**src/hw/hsk_sync_fifo.sv**
```systemverilog
`timescale 1ns/1ps
`default_nettype none

module hsk_sync_fifo #(
    parameter int WIDTH = 8,
    parameter int DEPTH = 16
) (
    input  wire              aclk,
    input  wire              rst_n,
    input  wire [WIDTH-1:0]  wr_data,
    input  wire              wr_en,
    input  wire              rd_en,
    output logic [WIDTH-1:0] rd_data,
    output logic             rd_valid
);
    // pointer and count widths, count must reach DEPTH itself
    localparam int AW = (DEPTH > 1) ? $clog2(DEPTH) : 1;
    localparam int CW = $clog2(DEPTH + 1);

    logic [WIDTH-1:0] mem [DEPTH];
    logic [AW-1:0]    wr_ptr;
    logic [AW-1:0]    rd_ptr;
    logic [CW-1:0]    count;

    logic             full;
    logic             do_wr;
    logic             do_rd;

    assign full  = count == CW'(DEPTH);
    // writes on full and reads on empty are ignored
    assign do_wr = wr_en && !full;
    assign do_rd = rd_en && rd_valid;

    always_ff @(posedge aclk) begin
        if (do_wr) begin
            mem[wr_ptr] <= wr_data;
        end
    end

    // explicit wrap allows depths that are not a power of two
    always_ff @(posedge aclk or negedge rst_n) begin
        if (!rst_n) begin
            wr_ptr <= '0;
            rd_ptr <= '0;
            count  <= '0;
        end else begin
            if (do_wr) begin
                wr_ptr <= (wr_ptr == AW'(DEPTH - 1)) ? '0 : wr_ptr + AW'(1);
            end
            if (do_rd) begin
                rd_ptr <= (rd_ptr == AW'(DEPTH - 1)) ? '0 : rd_ptr + AW'(1);
            end
            if (do_wr && !do_rd) begin
                count <= count + CW'(1);
            end else if (do_rd && !do_wr) begin
                count <= count - CW'(1);
            end
        end
    end

    // first-word fall-through, head entry always on the output
    assign rd_data  = mem[rd_ptr];
    assign rd_valid = count != '0;

endmodule

`default_nettype wire

```
**config.mk**
```make
export PLATFORM = sky130hd
export DESIGN_NAME = hsk_sync_fifo
export DESIGN_NICKNAME = d
export VERILOG_FILES = /design/src/hw/hsk_sync_fifo.sv
export SDC_FILE = /design/constraint.sdc
export NUM_CORES = 1
export LEC_CHECK = 0
export ABC_AREA = 1
export BUFFER_PORTS_ARGS = -buffer_cell sky130_fd_sc_hd__buf_2
export CORE_MARGIN = 3
export CORE_UTILIZATION = 60
export DETAILED_ROUTE_END_ITERATION = 10
export PLACE_DENSITY = 0.77
export SYNTH_ARGS = -nofsm -noshare
export SYNTH_HDL_FRONTEND = slang
export SYNTH_SLANG_ARGS = --single-unit
```
**constraint.sdc**
```tcl
create_clock -name aclk -period 2.5 [get_ports aclk]
set_input_delay 0.125 -clock aclk [delete_from_list [all_inputs] [get_ports aclk]]
set_output_delay 0.125 -clock aclk [all_outputs]
set_load 0.1 [all_outputs]
```
## Word level (Yosys, flattened, before mapping)

Memories as Yosys holds them, arrays and structs flattened.
Cells that the tools add are included.

| operators by class | value |
|---|---|
| add/subtract/negate cells | 4 |
| equality and inequality tests | 3 |
| mux-type cells | 6 |
| reduce and logical (&&, ||, !) cells | 9 |

Operators by type and width:

| cell | count |
|---|---|
| two-way mux 5 bit | 2 |
| adder 4 x 1 -> 4 bit (second input constant) | 2 |
| == test 4 bit (second input constant) | 2 |
| two-way mux 4 bit | 2 |
| adder 5 x 1 -> 5 bit (second input constant) | 1 |
| == test 5 bit (second input constant) | 1 |
| nonzero test 5 bit | 1 |
| subtractor 5 x 1 -> 5 bit (second input constant) | 1 |
| logical AND 1 bit | 4 |
| logical NOT 1 bit | 3 |
| two-way mux 1 bit | 2 |
| nonzero test 2 bit | 1 |

| word-level totals | value |
|---|---|
| bits in registers | 13 |
| bits in writable memories | 128 |
| bits of input ports | 12 |
| output and inout port bits | 9 |
| logic and storage cells | 26 |
| memories | 1 |

Memories:

| memory | depth | bits a word | rd ports | clocked after memory_dff | wr ports | line | source |
|---|---|---|---|---|---|---|---|
| mem | 16 | 8 | 1 | 0 | 1 | 20 | `logic [WIDTH-1:0] mem [DEPTH];` |

## Depth between registers and ports, before layout

| depth | value |
|---|---|
| word-level depth | 7 |
| gate-level depth with buffers | 14 |

## Worst setup path after synthesis

Ideal clock, no wire load.

| timing path | value |
|---|---|
| kind | reg2reg |
| start point | reg count[1] |
| end point | reg count[4] |
| library setup time | 0.116 ns |
| arrival time | 3.093 ns |
| slack | -0.710 ns |
| cell stages (with the launch flop) | 13 |
| period minus slack after synthesis | 3.210 ns |
| cell sequence | dfrtp_1 -> nor2_1 -> nand4_1 -> nand2_1 -> ha_1 -> inv_1 -> ha_1 -> nand2_1 -> nand2_1 -> o21ai_0 -> nand2_1 -> nand2_1 -> nand2_1 |

| between the ends | value |
|---|---|
| elaborated cells between the ends (all ways) | 14 |
| classes of those cells | add/sub (2); eq/ne (1); mux (2); reduce/logical (9) |

RTL lines:

| element | line | source |
|---|---|---|
| from (decl) | 23 | `logic [CW-1:0] count;` |
| from (signal assigned) | 54 | `count <= count + CW'(1);` |
| from (signal assigned) | 56 | `count <= count - CW'(1);` |
| nonzero test 5 bit * | 63 | `assign rd_valid = count != '0;` |
| via rd_valid | 14 | `output logic rd_valid` |
| logical AND 1 bit * | 32 | `assign do_rd = rd_en && rd_valid;` |
| logical NOT 1 bit | 53 | `if (do_wr && !do_rd) begin` |
| logical AND 1 bit | 53 |  |
| two-way mux 5 bit / nonzero test 2 bit (equally long branches) | - |  |

Mark *: on every way through the listed nets, which the timed path passes. The rest lies on a longest branch. The select of a mux whose other input is x is not followed.
A chain may end at the register's enable or synchronous reset.

## Final worst setup path

| timing path | value |
|---|---|
| start point | reg rd_ptr[0] |
| end point | out rd_data[4] |

| between the ends | value |
|---|---|
| word-level cells in the longest chain between the ends | 1 |

RTL lines:

| element | line | source |
|---|---|---|
| from (decl) | 22 | `logic [AW-1:0] rd_ptr;` |
| from (signal assigned) | 51 | `rd_ptr <= (rd_ptr == AW'(DEPTH - 1)) ? '0 : rd_ptr + AW'(1);` |
| memory (16 x 8 bit) | - |  |
| to (decl) | 13 | `output logic [WIDTH-1:0] rd_data,` |

No other way between the ends.

==> impl_metrics.toml <==
[outcome]
status = "finished clean"

[timing]
slew_violations = 0
slew-limit-headroom_pct = 52.27
max_freq_mhz = 416.7
clock_skew_ns = 0.007744
rsz0062_at_grt = "no"
setup_viol = 0
worst_slack_ns = 0.09999
fin_crit_sh_pct = 96.00
tightest_slew_ns = 0.7133
hold_violations = 0
finalSetupTns_ns = 0
finalCriticalPeriod_ns = 2.400

[yosys]
synth_compound_area_share_pct = 0.9308
synth_seq_cells = 141
synth_xor_xnor_area_share_pct = 0.8144
synthDistinctLibCells = 20
synth_largest_area_cell = "edfxtp_1"
synth_top_family_by_area = "simple AND/OR/NAND/NOR gates"
synth_edf_count = 128
seq_area_frac_synth_pct = 64.61
synth_top_area_share_pct = 59.57
synthAdderAreaFrac_pct = 2.249
synth_nets = 694
synthCells = 671
ys.flop_type = "edfxtp_1"
avgSynthCellArea_um2 = 9.616
synth_mux_area_share_pct = 0
synth_area_leaders = "edfxtp_1 60%, nand2_1 13%, inv_1 7.7%"
synth_simple_gate_area_share_pct = 21.64
yosys_warnings = 0
synth_async_sr_flop_share_pct = 9.220
synth_common_cells = "228 x nand2_1, 133 x inv_1, 128 x edfxtp_1"
syn-cell-area_mm2 = 0.006452
post-synth-top-count-cell = "nand2_1"

[place]
dp_cells = 819
dp_hpwl_um = 9042
preCtsSetupSlack_ns = 0.3516
gp_congestion = 0.9361
io_buffers = 20

[pwr]
total_power_uw = 9670
leakage_uw = 0.003389
power_density_mw_per_mm2 = 1289
ir_drop_v = 0.001359

[worst_setup_path]
reg2regPathDepth = 12
crit_fanout = 48
worstPathArrival_ns = 2.28
critPathCaptureType = "output port"
cp-start-kind = "flip-flop"
critical_path_class = "flip-flop to output port"
crit_required_ns = 2.38

[clocking]
clk_pin_slew_worst_paths_ns = 0.06
clk_latency_ns = 0.52
clockBufferDepth = 2
numCtsBuffers = 17
htreeDepth = 4
post-cts-setup-buffers = 0
clock-sinks = 141
cts_root_buffer = "clkbuf_8"
cts_tree = "done"

[routing]
wl_per_cell_um = 17.11
dr_total_vias = 4593
ant_nets = 0
first_pass_iters = 5
dr.first_iter.drc_count = 327
drc = 0
viasPerCell = 5.366
wl_um = 14650

[hold_path]
hold_path_class = "primary input to flip-flop"
min_path_cells = 1

[cells_and_area]
drive_gt1_share_pct = 10.42
regArea_mm2 = 0.004170
area_delta_synth_final_pct = 16.23
fill_cells = 720
n_antenna_cell = 0
stdcell_count = 856
multi_input_area_mm2 = 0.001685
nNetsFinal = 730

[global_route]
grt_pass1_vias = 4613
grt_max_degree = 68
grt.total_usage_pct = 26.21
overflow = 0
grt_antenna_before_repair = 0
grt_pass1_wl_um = 23050

[floorplan]
fp.dieW_um = 109.7
rows = 37
die_y_um = 109.7
coreArea_mm2 = 0.01037
floorplan.initialDensity_pct = 62.22
io_pins = 21
die_area_mm2 = 0.01203

[flow_run]
maxCapViolations = 0
final cells by class:
cell class,instances,share of cell area [%]
clock inverter,12,1.535
sequential,141,55.61
clock buffer,20,5.939
tap,136,2.269
inverter,137,6.857
multi-input combinational,370,22.47
timing repair buffer,40,5.322
layout by cell type (no fill, tap or decap), types with 5 or more instances in the layout:
cell	n
nand2_1	227
buf_4	13
o21ai_0	9
dfrtp_1	12
nand3_1	87
clkinvlp_4	6
ha_1	8
dlygate4sd3_1	5
clkbuf_16	16
inv_1	132
buf_12	9
nor2_1	23
buf_2	12
edfxtp_1	128
sequential cells by signal, summed over array words and instances, names as in the netlist:
| name | count |
|---|---|
| mem | 128 |
| count | 5 |
| rd_ptr | 4 |
| wr_ptr | 4 |
layer usage:
layer	share of wire [%]	track usage [%]	routed length, µm	up-vias
li1	-	-	-	2187
met1	41	33.76	6055	2154
met2	48	42.46	7087	210
met3	7.5	6.342	1099	42
met4	2.8	11.67	403	0
met5	0	0	0	-
per-stage QoR:
stage | area (µm²) | util, % | hold WS (ns)
2_1_floorplan | 6484 | - | -0.1706
4_1_cts | 7496 | 72.29 | 0.008116
3_3_place_gp | 6885 | 66.40 | 0.02477
5_1_grt | 7500 | 72.32 | 0.01540
6_report | 7500 | 72.32 | 0.03716
3_5_place_dp | 6885 | 66.40 | 0.02802
report_power, final:
| part | leakage [µW] | switching (µW) | internal, µW |
|---|---|---|---|
| Sequential | 0.00131 | 179 | 2850 |
| Clock | 0.000256 | 966 | 1380 |
| Combinational | 0.00182 | 2950 | 1350 |
| Total | 0.00339 | 4090 | 5580 |
path summary, 6_finish.rpt:
check / from / endpoint / slack, ns
worst max-delay path: rd_ptr[0] / rd_data[4] / 0.1
worst min-delay path: wr_data[7] / mem[4][7] / 0.04
worst max register to register: count[2] / count[4] / 0.23
worst min register to register: count[0] / count[0] / 0.54
max in group asynchronous: rst_n / rd_ptr[0] / 0.86
min in group asynchronous: rst_n / rd_ptr[3] / 0.48
kinds of logic after synthesis:
logic type / count (synthesis)
buffers and inverters: 160
AO/OA/AOI/OAI: 12
flip-flops: 141
adder cells (fa/ha/maj): 11
XOR/XNOR: 6
AND/OR/NAND/NOR: 341
repair_timing:
| action | 4_1_cts | 5_1_grt |
|---|---|---|
| setup endpoints to repair | 0 | 8 |
| endpoints found under the hold margin | 17 | 0 |
| hold buffers | 5 | 0 |
| resized for setup | 0 | 1 |
critical path: stages (launching register included):
cell	delay [ns]
dfrtp_2	0.42
inv_2	0.26
buf_12	0.28
nand2_1	0.09
nand3_1	0.07
nand3_1	0.14
nand3_1	0.15
nand2_1	0.12
buf_12	0.19
No activity file was read; power rests on OpenSTA's default activity.
