### config.mk
export PLATFORM = sky130hd
export DESIGN_NAME = hsk_byte_packer
export DESIGN_NICKNAME = d
export VERILOG_FILES = /design/src/hw/hsk_net_pkg.sv /design/src/hw/hsk_spi_pkg.sv /design/src/hw/hsk_byte_packer.sv
export SDC_FILE = /design/constraint.sdc
export NUM_CORES = 1
export LEC_CHECK = 0
export BUFFER_PORTS_ARGS = -buffer_cell sky130_fd_sc_hd__clkbuf_2
export CAP_MARGIN = 20
export CORE_AREA = 3 3 118 97
export CTS_CLUSTER_DIAMETER = 100
export CTS_CLUSTER_SIZE = 40
export DETAILED_ROUTE_END_ITERATION = 6
export DIE_AREA = 0 0 121 100
export GPL_TIMING_DRIVEN = 0
export PLACE_DENSITY_LB_ADDON = 0.2
export SYNTH_ARGS = -nofsm -noshare
export SYNTH_HDL_FRONTEND = slang
export SYNTH_SLANG_ARGS = --single-unit
### constraint.sdc
create_clock -name aclk -period 11.2 [get_ports aclk]
set_input_delay 0.56 -clock aclk [delete_from_list [all_inputs] [get_ports aclk]]
set_output_delay 0.56 -clock aclk [all_outputs]
set_load 0.02 [all_outputs]
### src/hw/hsk_net_pkg.sv
`default_nettype none

package hsk_net_pkg;

    // payload stream word and its byte enables
    parameter int BYTES_PER_WORD = 8;
    typedef logic [8*BYTES_PER_WORD-1:0] stream_word_t;
    typedef logic [BYTES_PER_WORD-1:0] keep_t;
    typedef logic [$clog2(BYTES_PER_WORD)-1:0] lane_idx_t;

    // udp header fields
    typedef logic [11:0] udp_len_t;
    typedef logic [15:0] ip_lo_t;
    typedef logic [15:0] udp_port_t;

    // header stream word
    // [63:48] zero, [47:32] address, [31:16] port, [15:12] zero, [11:0] length
    typedef logic [63:0] hdr_word_t;

    // udp header size, the length field counts it too
    parameter udp_len_t UDP_HDR_BYTES = udp_len_t'(8);

    // fifo entry widths
    // payload entry is {last, keep, data}
    parameter int PKT_ENTRY_W = 1 + BYTES_PER_WORD + 8*BYTES_PER_WORD;
    // header entry is {address, port, length}
    parameter int HDR_ENTRY_W = $bits(ip_lo_t) + $bits(udp_port_t) + $bits(udp_len_t);

endpackage

`default_nettype wire

### src/hw/hsk_spi_pkg.sv
`default_nettype none

package hsk_spi_pkg;

    // one byte as it comes off the SPI link, MSB first
    parameter int SPI_BYTE_BITS = 8;
    typedef logic [SPI_BYTE_BITS-1:0] spi_byte_t;

    // flop history of each SPI pin in the aclk domain
    // two stages resolve metastability, the extra one gives the edge
    parameter int SPI_SYNC_STAGES = 3;
    typedef logic [SPI_SYNC_STAGES-1:0] spi_sync_t;

    // start value of the marker shift register
    // the 1 reaches the top bit after seven shifts
    parameter spi_byte_t SHIFT_MARKER = spi_byte_t'(1);

endpackage

`default_nettype wire

### src/hw/hsk_byte_packer.sv
`timescale 1ns/1ps
`default_nettype none

module hsk_byte_packer (
    input  wire                       aclk,
    input  wire                       rst_n,
    input  wire hsk_spi_pkg::spi_byte_t byte_data,
    input  wire                       byte_valid,
    input  wire                       byte_last,
    output hsk_net_pkg::stream_word_t word_data,
    output hsk_net_pkg::keep_t        word_keep,
    output logic                      word_last,
    output logic                      word_valid
);
    import hsk_net_pkg::*;

    // word under construction, lane 0 filled first
    stream_word_t acc_data;
    keep_t        acc_keep;
    lane_idx_t    lane;

    // accumulator with the incoming byte merged in
    stream_word_t next_data;
    keep_t        next_keep;
    logic         word_done;

    always_comb begin
        next_data = acc_data;
        next_keep = acc_keep;
        next_data[8*lane +: 8] = byte_data;
        next_keep[lane] = 1'b1;
    end

    // full word or end of frame closes the word
    assign word_done = byte_valid &&
                       (byte_last || (lane == lane_idx_t'(BYTES_PER_WORD - 1)));

    // accumulator cleared after each word, so idle lanes read zero
    always_ff @(posedge aclk or negedge rst_n) begin
        if (!rst_n) begin
            acc_data <= '0;
            acc_keep <= '0;
            lane     <= '0;
        end else if (word_done) begin
            acc_data <= '0;
            acc_keep <= '0;
            lane     <= '0;
        end else if (byte_valid) begin
            acc_data <= next_data;
            acc_keep <= next_keep;
            lane     <= lane + lane_idx_t'(1);
        end
    end

    // word payload, only meaningful with word_valid
    always_ff @(posedge aclk) begin
        if (word_done) begin
            word_data <= next_data;
            word_keep <= next_keep;
            word_last <= byte_last;
        end
    end

    // one cycle after the closing byte strobe
    always_ff @(posedge aclk or negedge rst_n) begin
        if (!rst_n) begin
            word_valid <= 1'b0;
        end else begin
            word_valid <= word_done;
        end
    end

endmodule

`default_nettype wire

# Word level (Yosys, flattened, before mapping)
# Index checks and enable logic that the tools add are counted.
# W data, S select, Z words.
# op_classes
shift,2
order_cmp,2
n_eq_ne,1
n_mux,9
n_bitwise,1
n_reduce_logical,4
addsub,2
# op_table
operator,n
$mux W64,2
$bwmux W64,1
$shift A8 B34 Y64 const A,1
$shiftx A8 B34 Y64,1
$neg A6 Y34,1
$mux W8,2
$or A8 B8 Y8,1
$mux W3,2
$lt A3 B4 Y1 const B,1
$add A3 B1 Y3 const B,1
$demux W1 S3,1
$eq A3 B3 Y1 const B,1
$ge A3 B1 Y1 const B,1
$logic_and A1 B1 Y1,2
$reduce_bool A2 Y1,1
$logic_or A1 B1 Y1,1
$mux W1,1
# word_totals
elab_cells,28
input_bits,12
ff_bits,149
output_inout_bits,74

# Longest topological paths before layout
# logic_depth
ltp_word,7
mapped_depth,11

# Worst setup path before layout
# OpenSTA, ideal clock, no wires.
# synth_timing
path_type,register to register
start,register lane[1]
end,register acc_data[0]
period_less_slack_ns,4.034
setup_ns,0.123
n_path_buf,1
arrival_time_ns,3.911
path_slack_ns,7.166
stages_incl_launch_ff,7
path_cell_list,dfrtp_1 > ha_1 > ha_1 > o21a_1 > clkbuf_1 > a21oi_1 > a22o_1
# synth_rtl
element,line_no,rtl
"start, declared",hsk_byte_packer.sv:20,lane_idx_t lane;
"start signal, assigned",hsk_byte_packer.sv:51,lane <= lane + lane_idx_t'(1);
$eq A3 B3 Y1 *,hsk_byte_packer.sv:36,(byte_last || (lane == lane_idx_t'(BYTES_PER_WORD - 1)));
$logic_or A1 B1 Y1 *,hsk_byte_packer.sv:36,
$logic_and A1 B1 Y1 *,hsk_byte_packer.sv:35,assign word_done = byte_valid &&
via word_done,hsk_byte_packer.sv:25,logic word_done;
$mux W64 or $reduce_bool A2 Y1 (tied branches),n/a,
"end signal, assigned",hsk_byte_packer.sv:49,acc_data <= next_data;
"end, declared",hsk_byte_packer.sv:18,stream_word_t acc_data;
# The timed path passes the listed nets; every way through them passes the cells marked *. The select of a mux whose other input is x is not followed.
# A chain may end at the register's enable or synchronous reset.

# Final worst setup path
# layout_timing
start,register lane[0]
end,register acc_data[48]
# layout_via
elab_chain_cells,5
# layout_rtl
element,line_no,rtl
$neg A6 Y34,hsk_byte_packer.sv:30,next_data[8*lane +: 8] = byte_data;
$shiftx A8 B34 Y64 or $shift A8 B34 Y64 (tied branches),hsk_byte_packer.sv:30,
$bwmux W64,hsk_byte_packer.sv:30,
$mux W64,hsk_byte_packer.sv:48,end else if (byte_valid) begin
$mux W64,hsk_byte_packer.sv:44,end else if (word_done) begin
# Parallel ways exist; a longest one is shown, timed or not. The select of a mux whose other input is x is not followed.

==> results by group <==
Global routing
  • Initial antenna violation count: 0
  • Vias in the first global route: between 4000 and 5000
  • First-pass GRT wire length: ~23 mm
  • Largest net degree at the start of global routing: 55
  • Total Routing Usage GR: ~25%
  • Remaining Overflow, GRT: 0

Worst setup path
  • Top cell by count, worst path: buf_2
  • Crit path required time: 11.53 ns
  • Worst EP arrival: 3.34 ns
  • Slowest stage cell on the critical path: a41oi_1
  • WS Path Type: flip-flop to flip-flop
  • Worst Setup Start Kind: flip-flop
  • Largest delay share family, worst path: compound AO/OA/AOI/OAI gates
  • Worst path max stage delay: 0.86 ns
  • Crit Path Max Fanout: 10
  • Crit path cell chain: buf_2 -> buf_2 -> inv_1 -> ha_1 -> ha_1 -> buf_2 -> nor2_1 -> a41oi_1 -> o2bb2ai_1
  • CP Buf/Inv Count: 4
  • CP Capture Type: flip-flop

Clock tree
  • CTS root buf: clkbuf_16
  • Worst skew pair latency: 0.42 ns
  • Cts repair resizes: 0
  • CTS buffer count: 17
  • # hold bufs at CTS: 0
  • CTS tree: built
  • # clock sinks: around 150
  • Post-CTS setup buffers: 0
  • Clock Path Buffers: 2
  • H-tree Lvls: 4
  • Clock slew at reported path FFs: ~0.06 ns

Die
  • Die Ht: roughly 100 um
  • Core area: 10300 um^2
  • Num rows: 33
  • I/O pins: 86
  • Die X: between 100 and 150 um
  • DIE AREA: 12100 um^2
  • Initial core utilization: about three fifths

Timing
  • Slew headroom: 30.6%
  • Fin. Hold Viols: 0
  • F_max: roughly 0.33 GHz
  • Final Skew: 0.00799 ns
  • Crit path time final: 3.01 ns
  • Setup TNS: 0 ns
  • Final Setup Violations: 0
  • Fin crit share: 26.8%
  • RSZ-0062 raised after global routing: false
  • Slew Viols, Final: 0
  • Worst-Margin Slew: roughly 1.0 ns

Routing
  • DRC violations left: 0
  • Drt first pass iters: 4
  • DRT Wirelength: around 14 mm
  • Total number of vias: between 4000 and 5000
  • DR WL/cell: roughly 20 um
  • Initial DRC count: between 200 and 300
  • Vias per cell: approximately 6
  • Routed Antenna Nets: 0

Synth
  • Share of flip-flops with an asynchronous set or reset: slightly above 50%
  • Synth cell types: 47
  • Synth area leaders: edfxtp_1 (35%), dfrtp_1 (30%), mux2_2 (6.6%)
  • Yosys top cell by area: edfxtp_1
  • Yosys top cell area share: 34.9%
  • Synth Area per Inst: between 10 and 15 um^2
  • Cell Area, Synth: around 6300 um^2
  • Post-Synthesis Cells: between 400 and 500
  • Number of flops mapped to enable cells by yosys: 73
  • Ys Warns: 0
  • Post-synth top flop: dfrtp_1
  • Sequential-to-total area share from yosys stat: around two thirds
  • #FFs+latches synth: roughly 150
  • Syn_nets: between 400 and 500

Place
  • Dpl hpwl: 8.94 mm
  • IO buf count: between 80 and 90
  • Placed Area: roughly 7000 um^2
  • Placer congestion estimate: 0.818

Final layout
  • NumNets Final: 578
  • Diodes inserted: 0
  • Area growth, synth to finish: 20.1%
  • Post-route cell area: about 7500 um^2
  • Share of layout cells above drive strength 1: 33.8%

Power and ir drop
  • Pwr/cell area: 181 nW/um^2
  • Leak Pwr: approximately 3.3 nW
  • Peak supply drop: 131 uV

Min path
  • Hold Crit Class: input port to asynchronous set/reset pin

Status
  • Status: finished clean

Run
  • Max-Cap Viols: 0
==> power breakdown <==
part           switching (mW)  internal, mW
logic                   0.116        0.0580
registers              0.0104         0.602
clock network           0.229         0.349
==> cell usage after synthesis, types with 2 or more instances <==
master     number
buf_6           2
a21o_1          4
a21boi_0        7
nand4bb_1       2
o21ai_0        14
nand3_2         3
nand4_1         2
a21oi_1         2
a41oi_2         2
inv_1           4
nor4bb_1        3
nand2b_1        7
nor2b_1         3
nor2_2          2
ha_1            5
clkbuf_1       10
edfxtp_1       73
mux2_2         37
o21bai_1        2
o21ai_4         2
a22o_1         28
nand3_1         8
dfrtp_1        76
and2_1          8
nor2_1          6
nand2_1        74
a32o_1          3
buf_2          15
o2bb2ai_1      33
==> metrics by stage <==
stage	hold WS, ns	std cells	worst slack (ns)	power [mW]	util (%)
floorplan	0.264	455	7.17	0.740	-
global placement	0.467	680	5.95	0.787	66.8
detailed placement	0.469	682	8.30	0.793	67.4
CTS	0.0777	714	8.29	1.36	73.3
global route	0.0863	714	8.10	1.41	73.3
finish	0.0765	714	8.19	1.36	73.3
==> flip-flops by register name, indices dropped and copies added, names as in the netlist <==
name	cells
word_valid	1
acc_data	64
acc_keep	8
word_last	1
lane	3
word_data	64
word_keep	8
==> final cells by class <==
cell class / count / area [um^2]
Buffer: 29 / 150
Clock buffer: 20 / 467
Clock inverter: 12 / 139
Fill cell: 703 / 2750
Inverter: 4 / 15.0
Multi-Input combinational cell: 273 / 2020
Sequential cell: 149 / 4090
Tap cell: 140 / 175
Timing Repair Buffer: 87 / 475
==> path summary, 6_finish.rpt <==
path                                   start            to  slack (ns)  cells past startpoint
max in group asynchronous              rst_n  acc_data[45]       10.54                      2
worst max-delay path                 lane[0]  acc_data[48]        8.19                      9
min in group aclk                  byte_last     word_last        0.39                      1
worst min register to register  acc_data[39]  acc_data[39]        0.49                      1
worst max register to register       lane[0]  acc_data[48]        8.19                      9
worst min-delay path                   rst_n  acc_data[53]        0.08                      1
==> logic make-up after synthesis <==
group                    count (synthesis)  share of synthesized area, %
buffers and inverters                   33                          2.57
AND/OR/NAND/NOR                        127                          10.7
flip-flops                             149                          65.3
multiplexers                            37                          6.64
AO/OA/AOI/OAI                          104                          13.8
adder cells (fa/ha/maj)                  5                         0.997
==> layer usage <==
layer / global-route usage [%] / share of wire, % / routed length, um
met5: 0 / 0 / 0
met4: 8.71 / 2.2 / 305
met3: 6.59 / 6.4 / 907
met2: 38.2 / 48 / 6710
met1: 33.8 / 44 / 6140
==> cells in the final DEF, fill, tap and decap left out, types with 3 or more instances in the layout <==
cell and count:
nand3_2 3, nor4bb_1 3, a22o_1 28, o21ai_0 14, a21o_1 4, nand2b_1 7
mux2_2 37, dfrtp_1 76, nand3_1 8, clkbuf_1 9, nand2_1 74, clkbuf_2 84
nor2b_1 3, buf_2 15, ha_1 5, and2_1 8, clkbuf_8 3, o2bb2ai_1 33
clkbuf_16 17, a21boi_0 7, inv_1 4, a32o_1 3, inv_6 5, edfxtp_1 73
nor2_1 6
No activity file was read; power rests on OpenSTA's default activity.
