`config.mk`:
```
export PLATFORM = sky130hd
export DESIGN_NAME = hsk_spi_capture
export DESIGN_NICKNAME = d
export VERILOG_FILES = /design/src/hw/hsk_spi_pkg.sv /design/src/hw/hsk_spi_capture.sv
export SDC_FILE = /design/constraint.sdc
export NUM_CORES = 1
export LEC_CHECK = 0
export BUFFER_PORTS_ARGS = -buffer_cell sky130_fd_sc_hd__buf_2
export CAP_MARGIN = 20
export CORE_MARGIN = 3
export CORE_UTILIZATION = 58
export CTS_CLUSTER_SIZE = 14
export DETAILED_ROUTE_END_ITERATION = 8
export GPL_TIMING_DRIVEN = 1
export HOLD_SLACK_MARGIN = 0.03
export MAX_ROUTING_LAYER = met4
export PLACE_DENSITY = 0.84
export SYNTH_ARGS = -nofsm -noshare
export SYNTH_HDL_FRONTEND = slang
export SYNTH_SLANG_ARGS = --single-unit
export TNS_END_PERCENT = 50
```
`constraint.sdc`:
```
create_clock -name aclk -period 2.68 [get_ports aclk]
set_input_delay 0.536 -clock aclk [delete_from_list [all_inputs] [get_ports aclk]]
set_output_delay 0.536 -clock aclk [all_outputs]
set_load 0.03 [all_outputs]
```
`src/hw/hsk_spi_pkg.sv`:
```
`default_nettype none

package hsk_spi_pkg;

    // one byte as it comes off the SPI link, MSB first
    parameter int SPI_BYTE_BITS = 8;
    typedef logic [SPI_BYTE_BITS-1:0] spi_byte_t;

    // flop history of each SPI pin in the aclk domain
    // two stages resolve metastability, the extra one gives the edge
    parameter int SPI_SYNC_STAGES = 3;
    typedef logic [SPI_SYNC_STAGES-1:0] spi_sync_t;

    // start value of the marker shift register
    // the 1 reaches the top bit after seven shifts
    parameter spi_byte_t SHIFT_MARKER = spi_byte_t'(1);

endpackage

`default_nettype wire

```
`src/hw/hsk_spi_capture.sv`:
```
`timescale 1ns/1ps
`default_nettype none

module hsk_spi_capture (
    input  wire                    aclk,
    input  wire                    rst_n,
    input  wire                    sclk,
    input  wire                    mosi,
    input  wire                    cs_b,
    output hsk_spi_pkg::spi_byte_t byte_data,
    output logic                   byte_valid,
    output logic                   byte_last
);
    import hsk_spi_pkg::*;

    // pin history, oldest sample in the top bit
    spi_sync_t                  sclk_sync;
    spi_sync_t                  cs_sync;
    // mosi needs no edge stage, only the aligned sample
    logic [SPI_SYNC_STAGES-2:0] mosi_sync;

    logic      sclk_rise;
    logic      cs_rise;
    logic      cs_low;
    logic      mosi_bit;

    // marker-bit shift register and the byte holding register
    spi_byte_t shift_reg;
    spi_byte_t hold_data;
    logic      hold_valid;

    logic      byte_done;
    logic      release_next;
    logic      release_last;

    // cs_b idles high, so reset it high to avoid a false rising edge
    always_ff @(posedge aclk or negedge rst_n) begin
        if (!rst_n) begin
            sclk_sync <= '0;
            cs_sync   <= '1;
        end else begin
            sclk_sync <= {sclk_sync[SPI_SYNC_STAGES-2:0], sclk};
            cs_sync   <= {cs_sync[SPI_SYNC_STAGES-2:0], cs_b};
        end
    end

    // same depth as the sclk sample that flags the edge
    always_ff @(posedge aclk) begin
        mosi_sync <= {mosi_sync[SPI_SYNC_STAGES-3:0], mosi};
    end

    assign sclk_rise = sclk_sync[SPI_SYNC_STAGES-1:SPI_SYNC_STAGES-2] == 2'b01;
    assign cs_rise   = cs_sync[SPI_SYNC_STAGES-1:SPI_SYNC_STAGES-2] == 2'b01;
    assign cs_low    = !cs_sync[SPI_SYNC_STAGES-2];
    // mosi was sampled together with the first high sclk sample
    assign mosi_bit  = mosi_sync[SPI_SYNC_STAGES-2];

    // eighth bit of a byte: marker sits in the top bit
    assign byte_done    = cs_low && sclk_rise && shift_reg[SPI_BYTE_BITS-1];
    // first bit of the following byte frees the held one as non-last
    assign release_next = cs_low && sclk_rise && (shift_reg == SHIFT_MARKER) && hold_valid;
    // end of frame frees it as last
    assign release_last = cs_rise && hold_valid;

    always_ff @(posedge aclk or negedge rst_n) begin
        if (!rst_n) begin
            shift_reg <= SHIFT_MARKER;
        end else if (!cs_low) begin
            // partial bits of an unfinished byte are lost here
            shift_reg <= SHIFT_MARKER;
        end else if (sclk_rise) begin
            if (shift_reg[SPI_BYTE_BITS-1]) begin
                shift_reg <= SHIFT_MARKER;
            end else begin
                shift_reg <= {shift_reg[SPI_BYTE_BITS-2:0], mosi_bit};
            end
        end
    end

    // capture and release never fall in the same cycle
    always_ff @(posedge aclk or negedge rst_n) begin
        if (!rst_n) begin
            hold_valid <= 1'b0;
        end else if (byte_done) begin
            hold_valid <= 1'b1;
        end else if (release_next || release_last) begin
            hold_valid <= 1'b0;
        end
    end

    always_ff @(posedge aclk) begin
        if (byte_done) begin
            hold_data <= {shift_reg[SPI_BYTE_BITS-2:0], mosi_bit};
        end
        if (release_next || release_last) begin
            byte_data <= hold_data;
        end
    end

    // registered one-cycle strobe toward the packer
    always_ff @(posedge aclk or negedge rst_n) begin
        if (!rst_n) begin
            byte_valid <= 1'b0;
            byte_last  <= 1'b0;
        end else begin
            byte_valid <= release_next || release_last;
            byte_last  <= release_last;
        end
    end

endmodule

`default_nettype wire

```
# [Yosys cells after proc, flatten, opt, wreduce, memory -nomap -nowiden]
# Cells that the tools add are included.
[word_totals] regBits=35 in_bits=5 out_inout_bits=10
[classes] eq_ne=3 mux=5 n_reduce_logical=9
[ops] cell="$mux 8" n=3
[ops] cell="$eq 8x1->1 const B" n=1
[ops] cell="$logic_and 1x1->1" n=5
[ops] cell="$eq 2x1->1 const B" n=2
[ops] cell="$reduce_bool 2->1" n=2
[ops] cell="$mux 1" n=2
[ops] cell="$logic_not 1->1" n=1
[ops] cell="$logic_or 1x1->1" n=1

# [Longest topological paths before layout]
# Gate-level depths: netlist (run 1).
[depth] ltp_word=7 mapped_depth=4 mapped_depth_nobuf=3

# [Worst setup path before layout (run 1)]
# OpenSTA, ideal clock, no wires.
[synth_path] path_type="register to register" from="register cs_sync[1]" to="register byte_data[0] (enable)" setup_ns=0.332 t_arrival_ns=1.117 required_ns=2.348 setup_slack_ns=1.231 stages_incl_launch_ff=5 path_cell_list="dfstp_2 > buf_6 > nor4b_4 > nand4_1 > nand2_1"
[synth_between] elab_chain_cells=5
[synth_rtl] item="from (decl)" line_no="hsk_spi_capture.sv:18" text="spi_sync_t cs_sync;"
[synth_rtl] item="from (signal assigned)" line_no="hsk_spi_capture.sv:43" text="cs_sync <= {cs_sync[SPI_SYNC_STAGES-2:0], cs_b};"
[synth_rtl] item="$logic_not 1->1" line_no="hsk_spi_capture.sv:54" text="assign cs_low = !cs_sync[SPI_SYNC_STAGES-2];"
[synth_rtl] item="$logic_and 1x1->1 (3 in a row)" line_no="hsk_spi_capture.sv:61" text="assign release_next = cs_low && sclk_rise && (shift_reg == SHIFT_MARKER) && hold_valid;"
[synth_rtl] item="$logic_or 1x1->1 (*)" line_no="hsk_spi_capture.sv:95" text="if (release_next || release_last) begin"
[synth_rtl] item="to (signal assigned)" line_no="hsk_spi_capture.sv:96" text="byte_data <= hold_data;"
[synth_rtl] item="to (decl)" line_no="hsk_spi_capture.sv:10" text="output hsk_spi_pkg::spi_byte_t byte_data,"
# Every way passes the cells marked *; elsewhere a longest branch is shown, timed or not.
# A chain may end at the register's enable or synchronous reset.

# [Worst setup path after layout (run 1)]
[layout_path] from="register shift_reg[7]" to="register byte_data[2] (enable)"
[layout_between] elab_chain_cells=4
[layout_rtl] item="from (decl)" line_no="hsk_spi_capture.sv:28" text="spi_byte_t shift_reg;"
[layout_rtl] item="from (signal assigned)" line_no="hsk_spi_capture.sv:75" text="shift_reg <= {shift_reg[SPI_BYTE_BITS-2:0], mosi_bit};"
[layout_rtl] item="$eq 8x1->1" line_no="hsk_spi_capture.sv:61"
[layout_rtl] item="$logic_and 1x1->1 (2 in a row)" line_no="hsk_spi_capture.sv:61"
[layout_rtl] item="$logic_or 1x1->1" line_no="hsk_spi_capture.sv:95"
# No other way between the ends.

==> impl_results.md, run 1 <==
* H-tree lvl count at 2
* Final Cycle Share at 60.62%
* IO Port Bufs at 14
* Top cells by count, synth: edfxtp_1 (16), dfrtp_1 (13), nand2_1 (7), nand3b_1 (7), a21oi_1 (6)
* Sequential share of the synthesized area at 80.34%
* Worst-path clk slew at 0.10 ns
* DR vias/cell at 5.216
* Antenna diode count at 0
* Synth unique cells at 22
* Synthesized area at 0.001184 mm^2
* CORE AREA at 0.001821 mm^2
* Most frequent cell after synthesis: edfxtp_1
* Max Cap Viol at 0
* DP HPWL at 1.020 mm
* Post-CTS Setup Inserts at 0
* Remaining global-route overflow at 0
* GR Util All Layers at 14.21%
* DR iter-0 viols at 6
* Critical Path RT at 2.68 ns
* Syn avg cell area at 16.44 um^2
* Post-DRT Antenna Nets at 0
* Initial core utilization at 65.02%
* Hold WC Path Type: in -> async
* Area leader, netlist: edfxtp_1
* Wire length of the first global-routing pass at 2.470 mm
* Number of CTS-inserted buffers at 5
* CTS tree: built
* IO Pins at 15
* Final min period at 1.625 ns
* Worst vdd ir at 438.7 uV
* Clock root buffer master: clkbuf_4
* Total power at 0.8435 mW
* Share of layout cells above drive strength 1 at 27.47%
* Largest net degree at the start of global routing at 18
* WL/cell at 12.78 um
* Reg2Reg Depth at 3
* CTS resizes at 0
* Worst setup EP type: register
* RSZ-0062 raised after global routing: no
* Clock insertion delay at the later pin of the skew report at 0.32 ns
* Detailed Routing Iterations Pass 1 at 4
* Fin Setup TNS at 0 ns
* Power density over cell area at 642.1 mW/mm^2
* Hold buffer count at cts at 0
* Synth top area cells: edfxtp_1 (41%), dfrtp_1 (27%), dfstp_2 (8.9%)
* #FFs+latches synth at 35
* GPL Wtd Cong at 0.8140
* Layout area overhead at 10.99%
* Fin. max-slew vios at 0
* Non-filler cells, final at 116
* Final hold vios at 0
* Mapped Cells at 72
* Nets at 95
* Startpoint Class: register
* Dominant synthesized flop cell: edfxtp_1
* Die X at 51.18 um
* DRC Markers at 0
* CP Class: reg -> reg
* Syn_nets at 77
* LEAKAGE at 0.5330 nW
* Initial antenna violation count at 0
* Outcome: completed
* FMAX at 615.5 MHz
* EDFF count, synth at 16
* Actual slew at the worst max-slew pin at 0.4729 ns
* Critical path data arrival time at 1.62 ns
* Dpl cells at 108
* Worst Path Max Fanout at 10
* Clock Sink Count at 35
* Slew HR at 68.41%
* Setup violators final at 0
* Number of fill cells at 128
* CTS max path bufs at 2
* Yosys top cell area share at 40.59%
* Die height at 51.18 um
* Routed WL at 1.483 mm
* Final Skew at 0.01182 ns
* Die Area at 0.002619 mm^2
* Synth Warn # at 0
* FP Rows at 15
* Asr flop ratio synth at 48.57%
* Via count of the routed design at 605
* Vias in the first global route at 572
==> per-layer routing <==
layer | part of all wire [%] | vias up | track usage, %
li1 | - | 296 | -
met2 | 48 | 23 | 20.82
met5 | 0 | - | -
met3 | 6.2 | 7 | 5.248
met1 | 42 | 279 | 15.16
met4 | 3.7 | 0 | 12.11
==> final timing paths <==
path / slack [ns] / endpoint / from
hold reg to reg: 0.33 / mosi_sync[1] / mosi_sync[0]
setup / recovery: 1.06 / byte_data[2] / shift_reg[7]
min in group aclk: 0.31 / mosi_sync[0] / mosi
setup reg to reg: 1.06 / byte_data[2] / shift_reg[7]
hold / removal: 0.11 / sclk_sync[1] / rst_n
max in group asynchronous: 2.25 / cs_sync[2] / rst_n
==> area by class of cell <==
cell class | instances | area, um^2 | area share [%]
timing repair buffer | 14 | 70.07 | 5.333
multi-input combinational | 32 | 203.9 | 15.52
clock buffer | 7 | 45.04 | 3.429
inverter | 2 | 7.507 | 0.5714
tap | 25 | 31.28 | 2.381
clock inverter | 1 | 5.005 | 0.3810
sequential | 35 | 950.9 | 72.38
==> cell families (layout without fill, tap and decap cells) <==
logic type	Yosys count	in the layout	share of synthesized area, %
AOI/OAI and AO/OA	9	9	4.545
buffers and inverters	5	24	2.431
DFF	35	35	80.34
and+or+nand+nor	23	23	12.69
==> cells in the final DEF (no fill, tap or decap) <==
cell and count:
nand2_1 7, clkbuf_4 5, a21oi_1 6, inv_1 2
edfxtp_1 16, clkbuf_1 2, nor4b_1 1, and3_1 1
nand3b_1 7, nor4b_4 1, nor3_1 2, nand4_1 1
clkinv_2 1, dfxtp_1 2, dfstp_2 4, nor2b_1 1
nor2_1 1, dfrtp_1 13, a32o_1 1, o21ai_0 1
a31o_1 1, buf_2 14, nand2b_1 1
==> worst max-delay path: stages (launching register included) <==
cell	delay, ns
dfrtp_1	0.49
nor4b_4	0.34
nand4_1	0.18
nand2_1	0.30
==> report_power, final <==
part           total [mW]  internal, mW  switching [mW]
Combinational      0.0172       0.00654          0.0107
Clock               0.250         0.102           0.148
Sequential          0.576         0.569         0.00778
==> metrics by stage <==
step / utilization, % / setup WS, ns / area, um^2 / hold WS, ns
floorplan: - / 1.231 / 1184 / 0.2404
global placement: 69.42 / 1.144 / 1264 / 0.3099
detailed placement: 69.42 / 1.094 / 1264 / 0.3121
CTS: 72.16 / 1.045 / 1314 / 0.1087
global route: 72.16 / 0.9407 / 1314 / 0.09804
finish: 72.16 / 1.055 / 1314 / 0.1113
(Power assumes the default switching activity.)
==> run 2: changes to the inputs <==
CORE_UTILIZATION = 49   (was 58)
PLACE_DENSITY = 0.76   (was 0.84)
clock period = 1.4 ns   (was 2.68 ns; I/O delays follow)
==> run 2 against run 1 <==
Against the previous run: final cell count is 14% higher; clock-buffer cell count is 2 lower; maximum frequency is 19% higher; total power is 140% higher; die area is 16% higher; critical path type unchanged; highest routed layer is now met3.
==> impl_results.md, run 2 (synthesis gave the netlist of run 1 again) <==
* Outcome: completed
* RSZ-0062 raised after global routing: yes
* WL/cell at 16.36 um
* Initial antenna violation count at 0
* Final hold vios at 0
* Remaining global-route overflow at 0
* Actual slew at the worst max-slew pin at 0.3970 ns
* Share of layout cells above drive strength 1 at 35.58%
* Part of the power in registers at 53.7%
* Met2 Resource Use GR at 30.12%
* Setup violators final at 0
* CP Class: reg -> reg
* GPL Wtd Cong at 0.8173
* Dpl cells at 117
* Final min period at 1.366 ns
* IO Port Bufs at 14
* Wire length of the first global-routing pass at 3.374 mm
* Total power at 2.051 mW
* DP HPWL at 1.421 mm
* Most frequent cells in the layout: edfxtp_1 (16), buf_2 (14), dfrtp_1 (13)
* Detailed Routing Iterations Pass 1 at 4
* CTS tree: built
* DR vias/cell at 5.144
* Clock root buffer master: clkbuf_4
* Final instance area at 0.001504 mm^2
* Utilization after layout at 66.70%
* Critical path data arrival time at 1.43 ns
* Hold WC Path Type: reg -> reg
* Nets at 108
* Via count of the routed design at 679
* GRT busiest layer: met2
* Vias in the first global route at 665
* Worst Path Max Fanout at 6
* Worst vdd ir at 843.3 uV
* Hold_ws at 0.3378 ns
* Worst setup EP type: register
* Largest net degree at the start of global routing at 18
* Clock Sink Count at 35
* GR Util met1 at 18.92%
* FP Rows at 17
* P_sw at 0.3836 mW
* Max Cap Viol at 0
* Startpoint Class: register
* Routed WL at 2.159 mm
* Placement-stage cell area at 0.001315 mm^2
* Final Skew at 0.01151 ns
* GR Util All Layers at 18.18%
* Clock insertion delay at the later pin of the skew report at 0.34 ns
* Initial core utilization at 52.50%
* Commonest non-fill, non-tap cell in the layout: edfxtp_1
* Setup WS pre-CTS at -0.01397 ns
* Slew HR at 73.53%
* Net Sw Frac at 18.71%
* IO Pins at 15
* Non-filler cells, final at 132
* FMAX at 732.2 MHz
* Post-DRT Antenna Nets at 0
* Antenna diode count at 0
* Die X at 55.15 um
* Final Cycle Share at 97.55%
* Met3 GRT Util at 8.043%
* Clk pwr share at 43.9%
* Fin. max-slew vios at 0
* Internal power at 1.667 mW
* DRC Markers at 0
* Final worst slack at 0.03423 ns
* Comb pwr share at 2.4%
* Worst-path clk slew at 0.11 ns
* LEAKAGE at 0.6238 nW
* CORE AREA at 0.002255 mm^2
* Power density over cell area at 1364 mW/mm^2
* Number of CTS-inserted buffers at 5
* DR iter-0 viols at 19
* Fin Setup TNS at 0 ns
* H-tree lvl count at 2
* Die height at 55.15 um
* CTS max path bufs at 2
* Critical Path RT at 1.46 ns
* Die Area at 0.003042 mm^2
* Layout area overhead at 27.06%
## run 2: cell count changes in the layout (fill, tap and decap cells not counted), sizes merged
cell | previous run | this run
nand2 | 7 | 8
dlygate4sd3 | 0 | 4
clkbuf | 7 | 5
clkinvlp | 0 | 1
clkinv | 1 | 0
buf | 14 | 22
bufinv | 0 | 2
## run 2: layout make-up
cell class | instances | area, um^2
multi-input cells | 33 | 231.5
inverters | 2 | 7.507
repair buffers | 26 | 173.9
clock inverters | 3 | 67.56
clock buffers | 5 | 37.54
fillers | 173 | 750.7
flip-flops and latches | 35 | 950.9
well taps | 28 | 35.03
## run 2: critical path, stage by stage, from the launching register on
cell     delay (ns)
dfstp_2        0.42
nor4b_4        0.30
nand4_1        0.14
buf_6          0.17
nand2_8        0.07
## run 2: what timing repair did
| item | CTS | global route |
|---|---|---|
| pin swaps | 2 | 0 |
| gates resized for setup | 1 | 3 |
| endpoints found under the setup margin | 8 | 8 |
| hold endpoints to repair | 16 | 0 |
| buffers inserted | 1 | 1 |
| cloned | 1 | 0 |
| hold buffers | 4 | 0 |
## run 2: path summary, 6_finish.rpt
check                          endpoint  cells after the start         start  slack, ns
max                        byte_data[0]                      4    cs_sync[1]       0.03
min                        mosi_sync[1]                      0  mosi_sync[0]       0.34
max reg2reg                byte_data[0]                      4    cs_sync[1]       0.03
min reg2reg                mosi_sync[1]                      0  mosi_sync[0]       0.34
max in group asynchronous    cs_sync[0]                      2         rst_n       0.69
min in group asynchronous  sclk_sync[2]                      2         rst_n       0.38
## run 2: routing by layer
layer | vias to the layer above | routed length [um]
li1 | 322 | -
met4 | 0 | 0
met2 | 24 | 1167
met1 | 333 | 833
met5 | - | 0
met3 | 0 | 158
## run 2: power by group through the flow
stage | registers, mW | logic (mW) | clock network (mW)
floorplan | 1.12 | 0.0246 | 0
global placement | 1.12 | 0.0399 | 0
detailed placement | 1.12 | 0.0405 | 0
CTS | 1.10 | 0.0493 | 0.914
global route | 1.10 | 0.0545 | 0.960
finish | 1.10 | 0.0489 | 0.900
==> run 3: changes to the inputs <==
clock period = 1.2 ns   (was 1.4 ns; I/O delays follow)
==> run 3 against run 2 <==
Against the previous run: largest cell class unchanged; critical path type unchanged; clock power down 36%; maximum frequency is 2.3% lower; sequential cell count unchanged; register-to-register slack lost 0.23 ns; the flow now finishes with violations (negative setup slack); combinational power rose by 79%; die area is the same.
==> impl_results.md, run 3 (synthesis gave the netlist of run 1 again) <==
* IO Pins at 15
* Power density over cell area at 1239 mW/mm^2
* Failing checks: negative setup slack
* CTS max path bufs at 2
* RSZ-0062 raised after global routing: yes
* Antenna diode count at 0
* DR iter-0 viols at 21
* Final worst slack at -0.1986 ns
* Hold_ws at 0.3342 ns
* Worst Path Max Fanout at 4
* Final min period at 1.399 ns
* Clock root buffer master: clkbuf_4
* Worst-path clk slew at 0.09 ns
* Most frequent cells in the layout: edfxtp_1 (16), buf_2 (14), buf_4 (14)
* Critical path data arrival time at 1.45 ns
* IO Port Bufs at 14
* Number of CTS-inserted buffers at 5
* Layout area overhead at 32.77%
* Final Skew at 0.007005 ns
* Initial core utilization at 52.50%
* Post-DRT Antenna Nets at 0
* Actual slew at the worst max-slew pin at 0.3801 ns
* Via count of the routed design at 744
* Dpl cells at 128
* LEAKAGE at 0.6660 nW
* Max Cap Viol at 0
* Hold WC Path Type: reg -> reg
* Outcome: finished with violations
* Startpoint Class: register
* Die X at 55.15 um
* Non-filler cells, final at 143
* Remaining global-route overflow at 0
* Clock Sink Count at 35
* Slew HR at 74.66%
* Setup violators final at 15
* CP Class: reg -> reg
* Initial antenna violation count at 0
* Worst setup EP type: register
* DP HPWL at 1.315 mm
* Vias in the first global route at 724
* WL/cell at 14.49 um
* DRC Markers at 0
* GPL Wtd Cong at 0.8140
* Share of layout cells above drive strength 1 at 46.09%
* Wire length of the first global-routing pass at 3.284 mm
* Largest net degree at the start of global routing at 18
* H-tree lvl count at 2
* Final hold vios at 0
* Routed WL at 2.072 mm
* Fin Setup TNS at -1.954 ns
* FP Rows at 17
* Critical Path RT at 1.25 ns
* FMAX at 715.0 MHz
* CTS tree: built
* Clock insertion delay at the later pin of the skew report at 0.33 ns
* Die height at 55.15 um
* Detailed Routing Iterations Pass 1 at 4
* Die Area at 0.003042 mm^2
* CORE AREA at 0.002255 mm^2
* Worst vdd ir at 1038 uV
* DR vias/cell at 5.203
* Fin. max-slew vios at 0
* Commonest non-fill, non-tap cell in the layout: edfxtp_1
* Final Cycle Share at 116.6%
* Total power at 1.948 mW
* GR Util All Layers at 16.86%
* Setup WS pre-CTS at -0.1924 ns
* Nets at 119
-- run 3: layout make-up --
cell class,instances,area [um^2]
flip-flops and latches,35,952.2
fillers,162,683.2
multi-input cells,34,267.8
repair buffers,36,260.3
clock buffers,8,48.80
well taps,28,35.03
inverters,2,7.507
-- run 3: worst max-delay path, stage by stage (launching register included) --
cell,delay (ns)
dfrtp_1,0.43
nor4b_4,0.29
nand4_1,0.14
buf_6,0.16
nand2_2,0.10
-- run 3: repair_timing --
item	CTS	global route
hold endpoints to repair	16	0
setup buffers	0	2
pin swaps	4	6
endpoints found under the setup margin	20	26
hold buffers	4	0
gates resized for setup	6	11
gates cloned	1	1
-- run 3: routing by layer --
layer	global-route usage, %	up-vias	share of wire [%]
met5	-	-	0
met1	20.14	360	40
li1	-	352	-
met4	10.93	0	3.1
met3	5.630	8	5.3
met2	24.41	24	52
-- run 3: stage by stage --
stage               cell area (um^2)  utilization (%)
floorplan                       1189                -
global placement                1400            62.10
detailed placement              1400            62.10
CTS                             1519            67.37
global route                    1572            69.70
finish                          1572            69.70
-- run 3: worst paths after layout --
kind,startpoint,to,slack [ns],cells past startpoint
min in group asynchronous,rst_n,sclk_sync[1],0.35,2
worst min register to register,mosi_sync[0],mosi_sync[1],0.33,0
worst min-delay path,mosi_sync[0],mosi_sync[1],0.33,0
worst max-delay path,sclk_sync[2],byte_data[0],-0.20,4
worst max register to register,sclk_sync[2],byte_data[0],-0.20,4
max in group asynchronous,rst_n,cs_sync[1],0.53,2
-- run 3: report_power, final --
group          internal, mW  leakage, nW  switching (mW)  total (mW)
clock                 0.233       0.0265           0.343       0.576
combinational        0.0462        0.265          0.0411      0.0874
sequential             1.27        0.375          0.0144        1.28
